`src/imager_pkg.sv`:
```
package imager_pkg;

   // widths that carry a meaning across the design
   typedef logic [9:0]  pixel_t;
   typedef logic [11:0] row_t;
   typedef logic [11:0] col_t;
   typedef logic [15:0] frame_cnt_t;
   typedef logic [31:0] seed_t;

   // AXI4-Lite address and data
   typedef logic [5:0]  reg_addr_t;
   typedef logic [31:0] reg_data_t;

   // register map, byte offsets
   localparam reg_addr_t reg_ctrl    = 6'h00;
   localparam reg_addr_t reg_active  = 6'h04;
   localparam reg_addr_t reg_virtual = 6'h08;
   localparam reg_addr_t reg_sync    = 6'h0C;
   localparam reg_addr_t reg_seed    = 6'h10;
   localparam reg_addr_t reg_status  = 6'h14;

   // test patterns; 6 and anything above 8 fall back to bayer red
   typedef enum logic [3:0] {
      mode_noise      = 4'd0,
      mode_hgrad      = 4'd1,
      mode_vgrad      = 4'd2,
      mode_diag       = 4'd3,
      mode_frame      = 4'd4,
      mode_frame_diag = 4'd5,
      mode_counter    = 4'd7,
      mode_bayer      = 4'd8
   } pattern_mode_t;

   // frame timing FSM
   typedef enum logic [1:0] {
      st_idle,
      st_run,
      st_wrap
   } timing_state_t;

endpackage
```
`src/raster_if.sv`:
```
`timescale 1ns/1ps

interface raster_if import imager_pkg::*; #(
   parameter int ROW_WIDTH = 12,
   parameter int COL_WIDTH = 12
);

   // current raster position
   logic [ROW_WIDTH-1:0] row;
   logic [COL_WIDTH-1:0] col;

   // line valid and frame valid before the output register
   logic                 pix_valid;
   logic                 frame_active;

   // last clock of the frame
   logic                 line_end_of_frame;

   frame_cnt_t           frame_count;

   // counters are running, low while disabled
   logic                 run;

   modport timing (
      output row, col, pix_valid, frame_active, line_end_of_frame, frame_count, run
   );

   modport pattern (
      input  row, col, pix_valid, frame_active, line_end_of_frame, frame_count, run
   );

endinterface

```
`src/imager_top.sv`:
```
`timescale 1ns/1ps

module imager_top import imager_pkg::*; #(
   parameter int DATA_WIDTH = $bits(pixel_t),
   parameter int ROW_WIDTH  = $bits(row_t),
   parameter int COL_WIDTH  = $bits(col_t)
) (
   input  logic                  clk,
   input  logic                  reset_n,
   input  reg_addr_t             awaddr,
   input  logic                  awvalid,
   output logic                  awready,
   input  reg_data_t             wdata,
   input  logic [3:0]            wstrb,
   input  logic                  wvalid,
   output logic                  wready,
   output logic [1:0]            bresp,
   output logic                  bvalid,
   input  logic                  bready,
   input  reg_addr_t             araddr,
   input  logic                  arvalid,
   output logic                  arready,
   output reg_data_t             rdata,
   output logic [1:0]            rresp,
   output logic                  rvalid,
   input  logic                  rready,
   output logic [DATA_WIDTH-1:0] dat,
   output logic                  fv,
   output logic                  lv,
   output logic                  sync
);

   logic               enable;
   pattern_mode_t      mode;
   row_t               num_active_rows;
   row_t               num_virtual_rows;
   col_t               num_active_cols;
   col_t               num_virtual_cols;
   logic [ROW_WIDTH:0] sync_row_start;
   row_t               sync_rows;
   seed_t              noise_seed;

   raster_if #(.ROW_WIDTH(ROW_WIDTH), .COL_WIDTH(COL_WIDTH)) raster ();

   imager_regs u_regs (
      .clk, .reset_n,
      .awaddr, .awvalid, .awready, .wdata, .wstrb, .wvalid, .wready,
      .bresp, .bvalid, .bready,
      .araddr, .arvalid, .arready, .rdata, .rresp, .rvalid, .rready,
      .frame_count (raster.frame_count),
      .enable, .mode,
      .num_active_rows, .num_virtual_rows, .num_active_cols, .num_virtual_cols,
      .sync_row_start, .sync_rows, .noise_seed
   );

   frame_timing #(.ROW_WIDTH(ROW_WIDTH), .COL_WIDTH(COL_WIDTH)) u_timing (
      .clk, .reset_n, .enable,
      .num_active_rows, .num_virtual_rows, .num_active_cols, .num_virtual_cols,
      .sync_row_start, .sync_rows,
      .raster (raster.timing),
      .sync
   );

   pattern_gen #(.DATA_WIDTH(DATA_WIDTH)) u_pattern (
      .clk, .reset_n,
      .raster (raster.pattern),
      .mode, .noise_seed,
      .dat, .fv, .lv
   );

endmodule

```
`src/pattern_gen.sv`:
```
`timescale 1ns/1ps

module pattern_gen import imager_pkg::*; #(
   parameter int DATA_WIDTH = 10
) (
   input  logic                  clk,
   input  logic                  reset_n,
   raster_if.pattern             raster,
   input  pattern_mode_t         mode,
   input  seed_t                 noise_seed,
   output logic [DATA_WIDTH-1:0] dat,
   output logic                  fv,
   output logic                  lv
);

   seed_t                 lfsr;
   logic [DATA_WIDTH-1:0] pix_count;
   logic [DATA_WIDTH-1:0] bayer;
   logic [DATA_WIDTH-1:0] dat_sel;
   logic                  lfsr_fb;
   logic                  in_frame;

   // XNOR feedback, taps 31 21 1 0
   assign lfsr_fb  = ~(lfsr[31] ^ lfsr[21] ^ lfsr[1] ^ lfsr[0]);
   assign in_frame = raster.run && raster.frame_active;

   // red sits on odd rows and odd columns
   assign bayer = (raster.row[0] && raster.col[0]) ? '1 : '0;

   always_comb begin
      case (mode)
         mode_noise:      dat_sel = lfsr[DATA_WIDTH-1:0];
         mode_hgrad:      dat_sel = DATA_WIDTH'(raster.row);
         mode_vgrad:      dat_sel = DATA_WIDTH'(raster.col);
         mode_diag:       dat_sel = DATA_WIDTH'(raster.row + raster.col);
         mode_frame:      dat_sel = DATA_WIDTH'(raster.frame_count);
         mode_frame_diag: dat_sel = DATA_WIDTH'(raster.frame_count + raster.col + raster.row);
         mode_counter:    dat_sel = pix_count;
         default:         dat_sel = bayer;
      endcase
   end

   // noise source
   // a nonzero seed restarts the sequence every frame,
   // seed 0 lets it run on from the previous frame
   always_ff @(posedge clk or negedge reset_n) begin
      if (!reset_n) begin
         lfsr <= 32'd1;
      end else if (!in_frame) begin
         if (|noise_seed) lfsr <= noise_seed;
      end else if (raster.pix_valid) begin
         lfsr <= {lfsr[30:0], lfsr_fb};
      end
   end

   always_ff @(posedge clk or negedge reset_n) begin
      if (!reset_n) begin
         pix_count <= '0;
      end else if (!raster.run) begin
         pix_count <= '0;
      end else if (raster.line_end_of_frame) begin
         pix_count <= '0;
      end else if (raster.pix_valid) begin
         pix_count <= pix_count + 1'b1;
      end
   end

   // output stage, one clock behind the raster position
   always_ff @(posedge clk or negedge reset_n) begin
      if (!reset_n) begin
         dat <= '0;
         fv  <= 1'b0;
         lv  <= 1'b0;
      end else if (!raster.run) begin
         dat <= '0;
         fv  <= 1'b0;
         lv  <= 1'b0;
      end else begin
         fv  <= raster.frame_active;
         lv  <= raster.pix_valid;
         dat <= raster.pix_valid ? dat_sel : '0;
      end
   end

endmodule

```
`src/frame_timing.sv`:
```
`timescale 1ns/1ps

module frame_timing import imager_pkg::*; #(
   parameter int ROW_WIDTH = 12,
   parameter int COL_WIDTH = 12
) (
   input  logic                 clk,
   input  logic                 reset_n,
   input  logic                 enable,
   input  logic [ROW_WIDTH-1:0] num_active_rows,
   input  logic [ROW_WIDTH-1:0] num_virtual_rows,
   input  logic [COL_WIDTH-1:0] num_active_cols,
   input  logic [COL_WIDTH-1:0] num_virtual_cols,
   input  logic [ROW_WIDTH:0]   sync_row_start,
   input  logic [ROW_WIDTH-1:0] sync_rows,
   raster_if.timing             raster,
   output logic                 sync
);

   timing_state_t        state;
   logic [ROW_WIDTH-1:0] row;
   logic [COL_WIDTH-1:0] col;
   frame_cnt_t           frame_count;

   // geometry held for the whole frame
   logic [ROW_WIDTH-1:0] active_rows_q;
   logic [ROW_WIDTH-1:0] virtual_rows_q;
   logic [COL_WIDTH-1:0] active_cols_q;
   logic [COL_WIDTH-1:0] virtual_cols_q;

   logic [ROW_WIDTH:0]   total_rows;
   logic [COL_WIDTH:0]   total_cols;
   logic [COL_WIDTH-1:0] front_porch;
   logic [COL_WIDTH:0]   line_stop;
   logic [ROW_WIDTH:0]   next_row;
   logic [COL_WIDTH:0]   next_col;
   logic [ROW_WIDTH:0]   row_taken;
   logic [ROW_WIDTH:0]   sync_row_end;
   logic                 line_last;
   logic                 frame_last;
   logic                 row_step;
   logic                 frame_active;
   logic                 pix_valid;

   assign total_rows   = {1'b0, active_rows_q} + {1'b0, virtual_rows_q};
   assign total_cols   = {1'b0, active_cols_q} + {1'b0, virtual_cols_q};
   assign front_porch  = virtual_cols_q >> 1;
   assign line_stop    = {1'b0, active_cols_q} + {1'b0, front_porch};
   assign next_col     = {1'b0, col} + 1'b1;
   assign next_row     = {1'b0, row} + 1'b1;
   assign line_last    = next_col >= total_cols;
   assign frame_last   = line_last && (next_row >= total_rows);

   // the row value the counter takes at this clock, idle counts as row 0
   assign row_step     = (state == st_idle) || line_last;
   assign row_taken    = (state == st_idle || frame_last) ? '0 : next_row;
   assign sync_row_end = sync_row_start + {1'b0, sync_rows};

   assign frame_active = row < active_rows_q;
   assign pix_valid    = frame_active && (col >= front_porch) && ({1'b0, col} < line_stop);

   assign raster.row               = row;
   assign raster.col               = col;
   assign raster.frame_active      = frame_active;
   assign raster.pix_valid         = pix_valid;
   assign raster.line_end_of_frame = frame_last;
   assign raster.frame_count       = frame_count;
   assign raster.run               = enable && (state != st_idle);

   always_ff @(posedge clk or negedge reset_n) begin
      if (!reset_n) begin
         state       <= st_idle;
         row         <= '0;
         col         <= '0;
         frame_count <= '0;
      end else if (!enable) begin
         state <= st_idle;
         row   <= '0;
         col   <= '0;
      end else if (state == st_idle) begin
         state <= st_run;
      end else begin
         state <= frame_last ? st_wrap : st_run;
         if (line_last) begin
            col <= '0;
            if (frame_last) begin
               row         <= '0;
               frame_count <= frame_count + 1'b1;
            end else begin
               row <= next_row[ROW_WIDTH-1:0];
            end
         end else begin
            col <= next_col[COL_WIDTH-1:0];
         end
      end
   end

   // sample geometry while disabled, when leaving idle and at row 0 column 0
   always_ff @(posedge clk or negedge reset_n) begin
      if (!reset_n) begin
         active_rows_q  <= '0;
         virtual_rows_q <= '0;
         active_cols_q  <= '0;
         virtual_cols_q <= '0;
      end else if (!enable || state != st_run) begin
         active_rows_q  <= num_active_rows;
         virtual_rows_q <= num_virtual_rows;
         active_cols_q  <= num_active_cols;
         virtual_cols_q <= num_virtual_cols;
      end
   end

   // sync is active low, the window is checked only when the row changes
   always_ff @(posedge clk or negedge reset_n) begin
      if (!reset_n) begin
         sync <= 1'b1;
      end else if (!enable) begin
         sync <= 1'b1;
      end else if (row_step) begin
         if (row_taken == sync_row_end) sync <= 1'b1;
         else if (row_taken == sync_row_start) sync <= 1'b0;
         else if (row_taken == '0) sync <= 1'b1;
      end
   end

   a_col_in_line: assert property (@(posedge clk) disable iff (!reset_n)
      (state != st_idle && total_cols != '0) |-> ({1'b0, col} < total_cols));

endmodule

```
`src/imager_regs.sv`:
```
`timescale 1ns/1ps

module imager_regs import imager_pkg::*; (
   input  logic                  clk,
   input  logic                  reset_n,
   // write address and data
   input  reg_addr_t             awaddr,
   input  logic                  awvalid,
   output logic                  awready,
   input  reg_data_t             wdata,
   input  logic [3:0]            wstrb,
   input  logic                  wvalid,
   output logic                  wready,
   // write response
   output logic [1:0]            bresp,
   output logic                  bvalid,
   input  logic                  bready,
   // read address and data
   input  reg_addr_t             araddr,
   input  logic                  arvalid,
   output logic                  arready,
   output reg_data_t             rdata,
   output logic [1:0]            rresp,
   output logic                  rvalid,
   input  logic                  rready,
   input  frame_cnt_t            frame_count,
   // configuration
   output logic                  enable,
   output pattern_mode_t         mode,
   output row_t                  num_active_rows,
   output row_t                  num_virtual_rows,
   output col_t                  num_active_cols,
   output col_t                  num_virtual_cols,
   output logic [$bits(row_t):0] sync_row_start,
   output row_t                  sync_rows,
   output seed_t                 noise_seed
);

   // implemented bits per register
   localparam reg_data_t ctrl_mask  = 32'h0000_00F1;
   localparam reg_data_t geom_mask  = 32'h0FFF_0FFF;
   localparam reg_data_t sync_mask  = 32'h1FFF_0FFF;
   localparam reg_data_t seed_mask  = 32'hFFFF_FFFF;

   reg_data_t  ctrl_q;
   reg_data_t  active_q;
   reg_data_t  virtual_q;
   reg_data_t  sync_q;
   reg_data_t  seed_q;

   logic       aw_held;
   logic       w_held;
   reg_addr_t  aw_addr_q;
   reg_data_t  w_data_q;
   logic [3:0] w_strb_q;
   logic       aw_seen;
   logic       w_seen;
   logic       wr_fire;
   reg_addr_t  wr_addr;
   reg_data_t  wr_data;
   logic [3:0] wr_strb;
   reg_data_t  rd_mux;

   function automatic reg_data_t merge_bytes(input reg_data_t old_val,
                                             input reg_data_t new_val,
                                             input logic [3:0] strb,
                                             input reg_data_t field_mask);
      reg_data_t result;
      result = old_val;
      for (int i = 0; i < 4; i++) begin
         if (strb[i]) result[8*i +: 8] = new_val[8*i +: 8];
      end
      return result & field_mask;
   endfunction

   // address and data may arrive in either order, one access at a time
   assign awready = !aw_held && !bvalid;
   assign wready  = !w_held && !bvalid;
   assign aw_seen = aw_held || (awvalid && awready);
   assign w_seen  = w_held || (wvalid && wready);
   assign wr_fire = aw_seen && w_seen;
   assign wr_addr = aw_held ? aw_addr_q : awaddr;
   assign wr_data = w_held ? w_data_q : wdata;
   assign wr_strb = w_held ? w_strb_q : wstrb;
   assign bresp   = 2'b00;

   always_ff @(posedge clk) begin
      if (awvalid && awready) aw_addr_q <= awaddr;
      if (wvalid && wready) begin
         w_data_q <= wdata;
         w_strb_q <= wstrb;
      end
   end

   always_ff @(posedge clk or negedge reset_n) begin
      if (!reset_n) begin
         aw_held <= 1'b0;
         w_held  <= 1'b0;
         bvalid  <= 1'b0;
      end else begin
         if (bvalid && bready) bvalid <= 1'b0;
         if (wr_fire) begin
            aw_held <= 1'b0;
            w_held  <= 1'b0;
            bvalid  <= 1'b1;
         end else begin
            if (awvalid && awready) aw_held <= 1'b1;
            if (wvalid && wready) w_held <= 1'b1;
         end
      end
   end

   always_ff @(posedge clk or negedge reset_n) begin
      if (!reset_n) begin
         ctrl_q    <= '0;
         active_q  <= '0;
         virtual_q <= '0;
         sync_q    <= '0;
         seed_q    <= '0;
      end else if (wr_fire) begin
         case ({wr_addr[5:2], 2'b00})
            reg_ctrl:    ctrl_q    <= merge_bytes(ctrl_q, wr_data, wr_strb, ctrl_mask);
            reg_active:  active_q  <= merge_bytes(active_q, wr_data, wr_strb, geom_mask);
            reg_virtual: virtual_q <= merge_bytes(virtual_q, wr_data, wr_strb, geom_mask);
            reg_sync:    sync_q    <= merge_bytes(sync_q, wr_data, wr_strb, sync_mask);
            reg_seed:    seed_q    <= merge_bytes(seed_q, wr_data, wr_strb, seed_mask);
            default: ;
         endcase
      end
   end

   // read side, data registered on the address handshake
   always_comb begin
      case ({araddr[5:2], 2'b00})
         reg_ctrl:    rd_mux = ctrl_q;
         reg_active:  rd_mux = active_q;
         reg_virtual: rd_mux = virtual_q;
         reg_sync:    rd_mux = sync_q;
         reg_seed:    rd_mux = seed_q;
         reg_status:  rd_mux = {16'h0000, frame_count};
         default:     rd_mux = '0;
      endcase
   end

   assign arready = !rvalid;
   assign rresp   = 2'b00;

   always_ff @(posedge clk or negedge reset_n) begin
      if (!reset_n) rvalid <= 1'b0;
      else if (arvalid && arready) rvalid <= 1'b1;
      else if (rready) rvalid <= 1'b0;
   end

   always_ff @(posedge clk) begin
      if (arvalid && arready) rdata <= rd_mux;
   end

   assign enable           = ctrl_q[0];
   assign mode             = pattern_mode_t'(ctrl_q[7:4]);
   assign num_active_rows  = active_q[27:16];
   assign num_active_cols  = active_q[11:0];
   assign num_virtual_rows = virtual_q[27:16];
   assign num_virtual_cols = virtual_q[11:0];
   assign sync_row_start   = sync_q[28:16];
   assign sync_rows        = sync_q[11:0];
   assign noise_seed       = seed_q;

   // a response once offered is not withdrawn before the master takes it
   a_bvalid_held: assert property (@(posedge clk) disable iff (!reset_n)
      bvalid && !bready |=> bvalid);

endmodule

```
`config.mk`:
```
export PLATFORM = sky130hd
export DESIGN_NAME = imager_top
export DESIGN_NICKNAME = d
export VERILOG_FILES = /design/src/imager_pkg.sv /design/src/raster_if.sv /design/src/imager_top.sv /design/src/pattern_gen.sv /design/src/frame_timing.sv /design/src/imager_regs.sv
export SDC_FILE = /design/constraint.sdc
export NUM_CORES = 1
export LEC_CHECK = 0
export BUFFER_PORTS_ARGS = -buffer_cell sky130_fd_sc_hd__buf_2
export CAP_MARGIN = 20
export CORE_MARGIN = 3
export CORE_UTILIZATION = 30
export CTS_CLUSTER_DIAMETER = 80
export CTS_CLUSTER_SIZE = 40
export DETAILED_ROUTE_END_ITERATION = 10
export GPL_TIMING_DRIVEN = 0
export PLACE_DENSITY = 0.44
export SKIP_CTS_REPAIR_TIMING = 1
export SYNTH_ARGS = -nofsm -noshare
export SYNTH_HDL_FRONTEND = slang
export SYNTH_SLANG_ARGS = --single-unit
```
`constraint.sdc`:
```
create_clock -name clk -period 5.85 [get_ports clk]
set_clock_uncertainty 0.05 [all_clocks]
set_input_delay 0.585 -clock clk [delete_from_list [all_inputs] [get_ports clk]]
set_output_delay 0.585 -clock clk [all_outputs]
set_load 0.01 [all_outputs]
```
### Word-level counts from Yosys, hierarchy flattened

Cells that the tools add are included.
W data, S select, Z words.

| word-level totals | value |
|---|---|
| logic and storage cells | 180 |
| output and inout bits | 54 |
| input port bits | 55 |
| flip-flop bits (word level) | 333 |

| operators by class | value |
|---|---|
| bitwise logic cells | 5 |
| add/subtract/negate cells | 11 |
| mux-type cells | 40 |
| eq/ne operators | 24 |
| reduce and logical (&&, ||, !) cells | 56 |
| magnitude comparators | 5 |

Operators by type and width:

| operator | number |
|---|---|
| $pmux W32 S6 | 1 |
| $mux W32 | 4 |
| $mux W12 | 7 |
| $pmux W10 S7 | 1 |
| $mux W10 | 6 |
| $reduce_and A3 Y1 | 17 |
| $reduce_or A32 Y1 | 1 |
| $add A10 B10 Y10 | 3 |
| $add A12 B1 Y13 const B | 2 |
| $add A12 B12 Y13 | 2 |
| $eq A13 B13 Y1 | 2 |
| $ge A13 B13 Y1 | 2 |
| $eq A4 B2 Y1 const B | 6 |
| $eq A4 B3 Y1 const B | 6 |
| $add A16 B1 Y16 const B | 1 |
| $mux W1 | 15 |
| $add A12 B11 Y13 | 1 |
| $add A13 B12 Y13 | 1 |
| $logic_and A1 B1 Y1 | 13 |
| $logic_not A13 Y1 | 1 |
| $lt A12 B13 Y1 | 1 |
| $mux W13 | 1 |
| $eq A4 B1 Y1 const B | 3 |
| $ge A12 B11 Y1 | 1 |
| 18 further kinds | 43 |

### Longest topological paths before layout

| logic depth | value |
|---|---|
| word-level depth | 11 |
| depth in mapped cells | 23 |
| depth with buffers taken out | 22 |

### Cells and area by module

From an unflattened synthesis, not the netlist that was laid out.

| second synthesis, totals | value |
|---|---|
| cell total of the unflattened synthesis | 1810 |
| area total of the unflattened synthesis | 19910.3 sq um |

Modules (own cells, without submodules):

| module | area each (sq um) | cells each | seq. area each (sq um) | instances |
|---|---|---|---|---|
| imager_regs | 7947.6 | 515 | 5014.8 | 1 |
| frame_timing | 7916.3 | 855 | 2278.4 | 1 |
| pattern_gen | 4046.4 | 440 | 1352.5 | 1 |

### Worst setup path after synthesis

No wires, ideal clock.

| timing | value |
|---|---|
| kind | flip-flop to flip-flop |
| start point | register u_timing.virtual_cols_q[2] |
| end point | register u_timing.sync |
| cell stages (with the launch flop) | 22 |
| slack | 1.474 ns |
| arrival | 4.240 ns |
| period minus slack after synthesis | 4.376 ns |
| buffers on the path | 1 |
| required time | 5.714 ns |
| library setup time | 0.086 ns |
| cell sequence | dfrtp_1 ha_1 nor2b_1 o21ai_0 a21oi_1 o21ai_0 a21boi_0 o21ai_0 nand2b_1 a311oi_1 xor2_1 ha_1 nand4_1 a2111oi_0 a21oi_1 a32oi_2 clkbuf_1 nor2_1 o32ai_1 nand4_1 o22ai_1 o41ai_1 |

| between the ends | value |
|---|---|
| word-level cells in the longest chain between the ends | 10 |
| elaborated cells on any way between the ends | 16 |
| those cells by class | add/sub (1); order compare (1); eq/ne (4); mux (5); reduce/logical (5) |

Ends and longest elaborated chain:

| element | RTL line | RTL |
|---|---|---|
| from (decl) | frame_timing.sv:29 | `logic [COL_WIDTH-1:0] virtual_cols_q;` |
| from (signal assigned) | frame_timing.sv:109 | `virtual_cols_q <= num_virtual_cols;` |
| $add A12 B12 Y13 * | frame_timing.sv:46 | `assign total_cols = {1'b0, active_cols_q} + {1'b0, virtual_cols_q};` |
| $ge A13 B13 Y1 * | frame_timing.sv:51 | `assign line_last = next_col >= total_cols;` |
| $logic_and A1 B1 Y1 | frame_timing.sv:52 | `assign frame_last = line_last && (next_row >= total_rows);` |
| $logic_or A1 B1 Y1 | frame_timing.sv:56 | `assign row_taken = (state == st_idle \|\| frame_last) ? '0 : next_row;` |
| $mux W13 | frame_timing.sv:56 |  |
| $eq A13 B13 Y1 | frame_timing.sv:121 | `else if (row_taken == sync_row_start) sync <= 1'b0;` |
| $mux W1 | frame_timing.sv:121 |  |
| $mux W1 | frame_timing.sv:120 | `if (row_taken == sync_row_end) sync <= 1'b1;` |
| $mux W1 | frame_timing.sv:119 | `end else if (row_step) begin` |
| $mux W1 | frame_timing.sv:117 | `end else if (!enable) begin` |
| to (signal assigned) | frame_timing.sv:118 | `sync <= 1'b1;` |
| to (signal assigned) | frame_timing.sv:120 |  |
| to (signal assigned) | frame_timing.sv:121 |  |
| to (decl) | frame_timing.sv:17 | `output logic sync` |

Mark *: on every way between the ends. The rest lies on a longest branch, timed or not. The select of a mux whose other input is x is not followed.
A chain may end at the register's enable or synchronous reset.

### Final worst setup path

| timing | value |
|---|---|
| start point | register u_timing.virtual_cols_q[0] |
| end point | register u_timing.frame_count[13], in the netlist u_timing.raster.frame_count[13] |

| between the ends | value |
|---|---|
| word-level cells in the longest chain between the ends | 4 |

Ends and longest elaborated chain:

| element | RTL line | RTL |
|---|---|---|
| $add A12 B12 Y13 * | frame_timing.sv:46 |  |
| $ge A13 B13 Y1 * | frame_timing.sv:51 |  |
| $logic_and A1 B1 Y1 | frame_timing.sv:52 |  |
| $reduce_and A4 Y1 (no source line) * | n/a |  |
| to (signal assigned) | frame_timing.sv:88 | `frame_count <= frame_count + 1'b1;` |
| to (decl) | frame_timing.sv:23 | `frame_cnt_t frame_count;` |

Mark *: on every way between the ends. The rest lies on a longest branch, timed or not.

==> metrics.csv <==
stage;metric;value;unit
detailed_routing;vias;14916;
yosys;top cell type by total area after synthesis;dfrtp_1;
layout;filler cell count;6348;
sta;Fin Hold WS;0.0846;ns
layout;fin util;34.7;%
clock_tree;clk sinks;331;
grt;largest net degree at the start of global routing;118;
grt;vias in the first global route;14626;
grt;initial antenna violation count;5;
clock_tree;CTS clk-pin slew, worst paths;0.09;ns
yosys;Synth cell types;72;
yosys;Ys Warns;0;
floorplanning;Starting Density;30.4;%
status;status;completed;
clock_tree;CTS H-Tree Depth;1;
clock_tree;Skew-Pair Late Insertion Delay;0.62;ns
power;cell area power density;425;nW/um2
sta;Slew HR;23.0;%
sta;post-layout min period;5.29;ns
layout;nets;2172;
detailed_routing;DR WL/cell;23.1;um
critical_path;crit path max-delay cell type;a221oi_4;
placed_design;routability cong.;0.880;
yosys;synth top area cells;dfrtp_1, edfxtp_1, ha_1, a21oi_1, nor2_1;
critical_path;Req. time, crit path;6.30;ns
floorplanning;# rows;91;
floorplanning;Die H;257;um
layout;Multi-input gate area;9670;um2
hold_path;Hold Path Class;primary input to register;
power;Leak Pwr;9.45;nW
sta;RSZ-0062 raised after global routing;false;
placed_design;Post-DP Area;20500;um2
detailed_routing;antenna violation net count after detailed routing;0;
yosys;register bit count reported by yosys;331;
detailed_routing;DR pass1 iterations;5;
detailed_routing;initial DRC count;1257;
clock_tree;Max clock buf depth;3;
yosys;Netlist Area Pre-Place;18800;um2
critical_path;CP startpoint kind;register;
critical_path;CP endpoint kind;register;
yosys;top_reg_cell synth;dfrtp_1;
layout;layout cell share with drive strength beyond 1;11.4;%
power;Peak VDD IR;281;uV
grt;first-pass GRT wire length;97.3;mm
sta;Max Fclk;189;MHz
layout;final instance area;21500;um2
yosys;post-synthesis sequential area ratio;45.9;%
placed_design;HPWL Detailed;51.1;mm
clock_tree;CTS tree;yes;
layout;Layout area overhead;14.2;%
floorplanning;core area;61900;um2
floorplanning;I/O pin count;109;
grt;total gr overflow;0;
clock_tree;TritonCTS Buffers;27;
critical_path;Setup CP Type;register to register;
critical_path;crit path buf inv count;1;
layout;area taken by flip-flops and latches;8650;um2
sta;Final Hold Vio Count;0;
power;total power;9.13;mW
yosys;Avg Cell Area, Syn;10.2;um2
sta;# setup viols final;0;
yosys;number of synthesized flops with an enable pin;72;
critical_path;worst-path cell chain;ha_1, inv_1, fa_1, nor2b_1, o21ai_0, a21oi_1, o21ai_0, a21boi_0, o21ai_0, nand2b_1, a311oi_1, xor2_1, ha_1, nand4_1, a2111oi_1, a21oi_2, a221oi_4, and2_1, and3_1, and2_1, nand4_1, xnor2_1;
yosys;Synth top area share;34.1;%
critical_path;Most Frequent Cell on Critical Path;o21ai_0;
critical_path;crit-path max FO;6;
placed_design;I/O Buffers;97;
critical_path;crit path DAT;5.74;ns
detailed_routing;drt total wl;65.5;mm
critical_path;slowest stage delay, CP;0.46;ns
detailed_routing;post-route DRC violation count;0;
grt;GRT Resource Usage Total;19.4;%
sta;worst-margin pin slew;1.14;ns
clock_tree;CTS root buf;clkbuf_16;
sta;Final Max Slew Viols;0;
sta;Final period util;90.5;%
critical_path;delay-heaviest family, CP;compound AO/OA/AOI/OAI gates;
detailed_routing;drt via density;5.26;
flow_run;max-cap violations;0;
floorplanning;die area;65800;um2
floorplanning;die width;257;um
yosys;Async SR Flop Fraction;78.2;%
yosys;Gate Count Post-Synth;1840;
layout by cell type, fill, tap and decap left out, drive strengths merged, types with 13 or more instances in the layout:
| master | instances |
|---|---|
| mux2 | 53 |
| mux2i | 41 |
| nand2b | 16 |
| o32ai | 13 |
| nor3 | 18 |
| nand3 | 40 |
| dfrtp | 257 |
| inv | 77 |
| fa | 15 |
| xnor2 | 67 |
| nor2 | 195 |
| nand2 | 124 |
| o21ai | 89 |
| clkbuf | 98 |
| nor4 | 20 |
| and2 | 17 |
| xor2 | 39 |
| and3 | 21 |
| nor2b | 13 |
| edfxtp | 72 |
| ha | 127 |
| a22oi | 42 |
| o21a | 42 |
| o32a | 31 |
| a21oi | 173 |
| a21o | 16 |
| buf | 113 |
worst register-to-register path, stage by stage, from the launching register on:
cell,delay [ns]
dfrtp_1,0.42
ha_1,0.22
inv_1,0.07
fa_1,0.21
nor2b_1,0.05
o21ai_0,0.20
a21oi_1,0.11
o21ai_0,0.21
a21boi_0,0.13
o21ai_0,0.16
nand2b_1,0.13
a311oi_1,0.40
xor2_1,0.15
ha_1,0.33
nand4_1,0.17
a2111oi_1,0.39
a21oi_2,0.22
a221oi_4,0.46
and2_1,0.23
and3_1,0.22
and2_1,0.34
nand4_1,0.16
xnor2_1,0.15
per-layer routing:
metal	global-route usage [%]	vias up	part of all wire, %
li1	-	7054	-
met1	27.6	7416	47
met2	30.9	385	45
met3	3.28	61	5.4
met4	4.47	0	2.4
met5	0	-	0
where the power goes:
part | total, mW | leakage, nW | switching, mW | internal (mW)
combinational | 3.45 | 4.85 | 2.08 | 1.38
clock | 2.02 | 0.468 | 1.02 | 1.00
sequential | 3.66 | 4.12 | 0.715 | 2.94
stage by stage:
stage | setup TNS, ns | std cells | worst slack (ns)
final | 0 | 2837 | 0.558
after global routing | 0 | 2834 | 0.0282
after CTS | 0 | 2832 | 0.254
after detailed placement | 0 | 2782 | 0.290
after global placement | -260.42 | 2777 | -1.06
after floorplan | 0 | 1843 | 1.47
logic make-up (layout without fill, tap and decap cells):
family / after synthesis / count (layout) / synth area share (%)
AND/OR/NAND/NOR: 499 / 499 / 12.2
flip-flops: 331 / 331 / 45.9
buffers and inverters: 146 / 299 / 3.05
multiplexers: 94 / 94 / 5.35
AO/OA/AOI/OAI: 521 / 521 / 18.5
adder cells (fa/ha/maj): 142 / 142 / 10.0
other: 1 / 8 / 0.0199
XOR/XNOR: 106 / 106 / 4.93
layout make-up:
cell class	count	share of cell area (%)
Tap cell	837	4.87
Sequential cell	331	40.2
Buffer	79	1.51
Clock inverter	20	1.20
Clock buffer	30	3.24
Timing Repair Buffer	103	2.82
Antenna cell	4	0.0465
Inverter	67	1.17
Multi-Input combinational cell	1366	44.9
flip-flops by register name, indices dropped and copies added (netlist names), 16 cells and up:
signal	flops
u_timing.raster.frame_count	16
u_regs.w_data_q	32
u_regs.sync_q	25
u_regs.rdata	32
u_regs.noise_seed	32
u_regs.virtual_q	24
u_pattern.lfsr	32
u_regs.active_q	24
cells in the mapped netlist (42+ instances only):
cell	number
dfrtp_1	257
nor2_1	195
ha_1	127
a22oi_1	42
edfxtp_1	72
clkbuf_1	68
mux2_2	53
inv_1	67
o21a_1	42
xnor2_1	67
o21ai_0	85
a21oi_1	173
nand2_1	124
worst paths after layout:
| path | slack, ns | to | depth (start not counted) | from |
|---|---|---|---|---|
| max in group asynchronous | 3.91 | u_timing.virtual_cols_q[10] | 4 | reset_n |
| min | 0.08 | u_regs.rvalid | 2 | rready |
| max reg2reg | 0.56 | u_timing.raster.frame_count[13] | 22 | u_timing.virtual_cols_q[0] |
| min reg2reg | 0.43 | u_timing.raster.frame_count[15] | 1 | u_timing.raster.frame_count[15] |
| max | 0.56 | u_timing.raster.frame_count[13] | 22 | u_timing.virtual_cols_q[0] |
| min in group asynchronous | 0.41 | u_pattern.pix_count[4] | 2 | reset_n |
No activity file was read; power rests on OpenSTA's default activity.
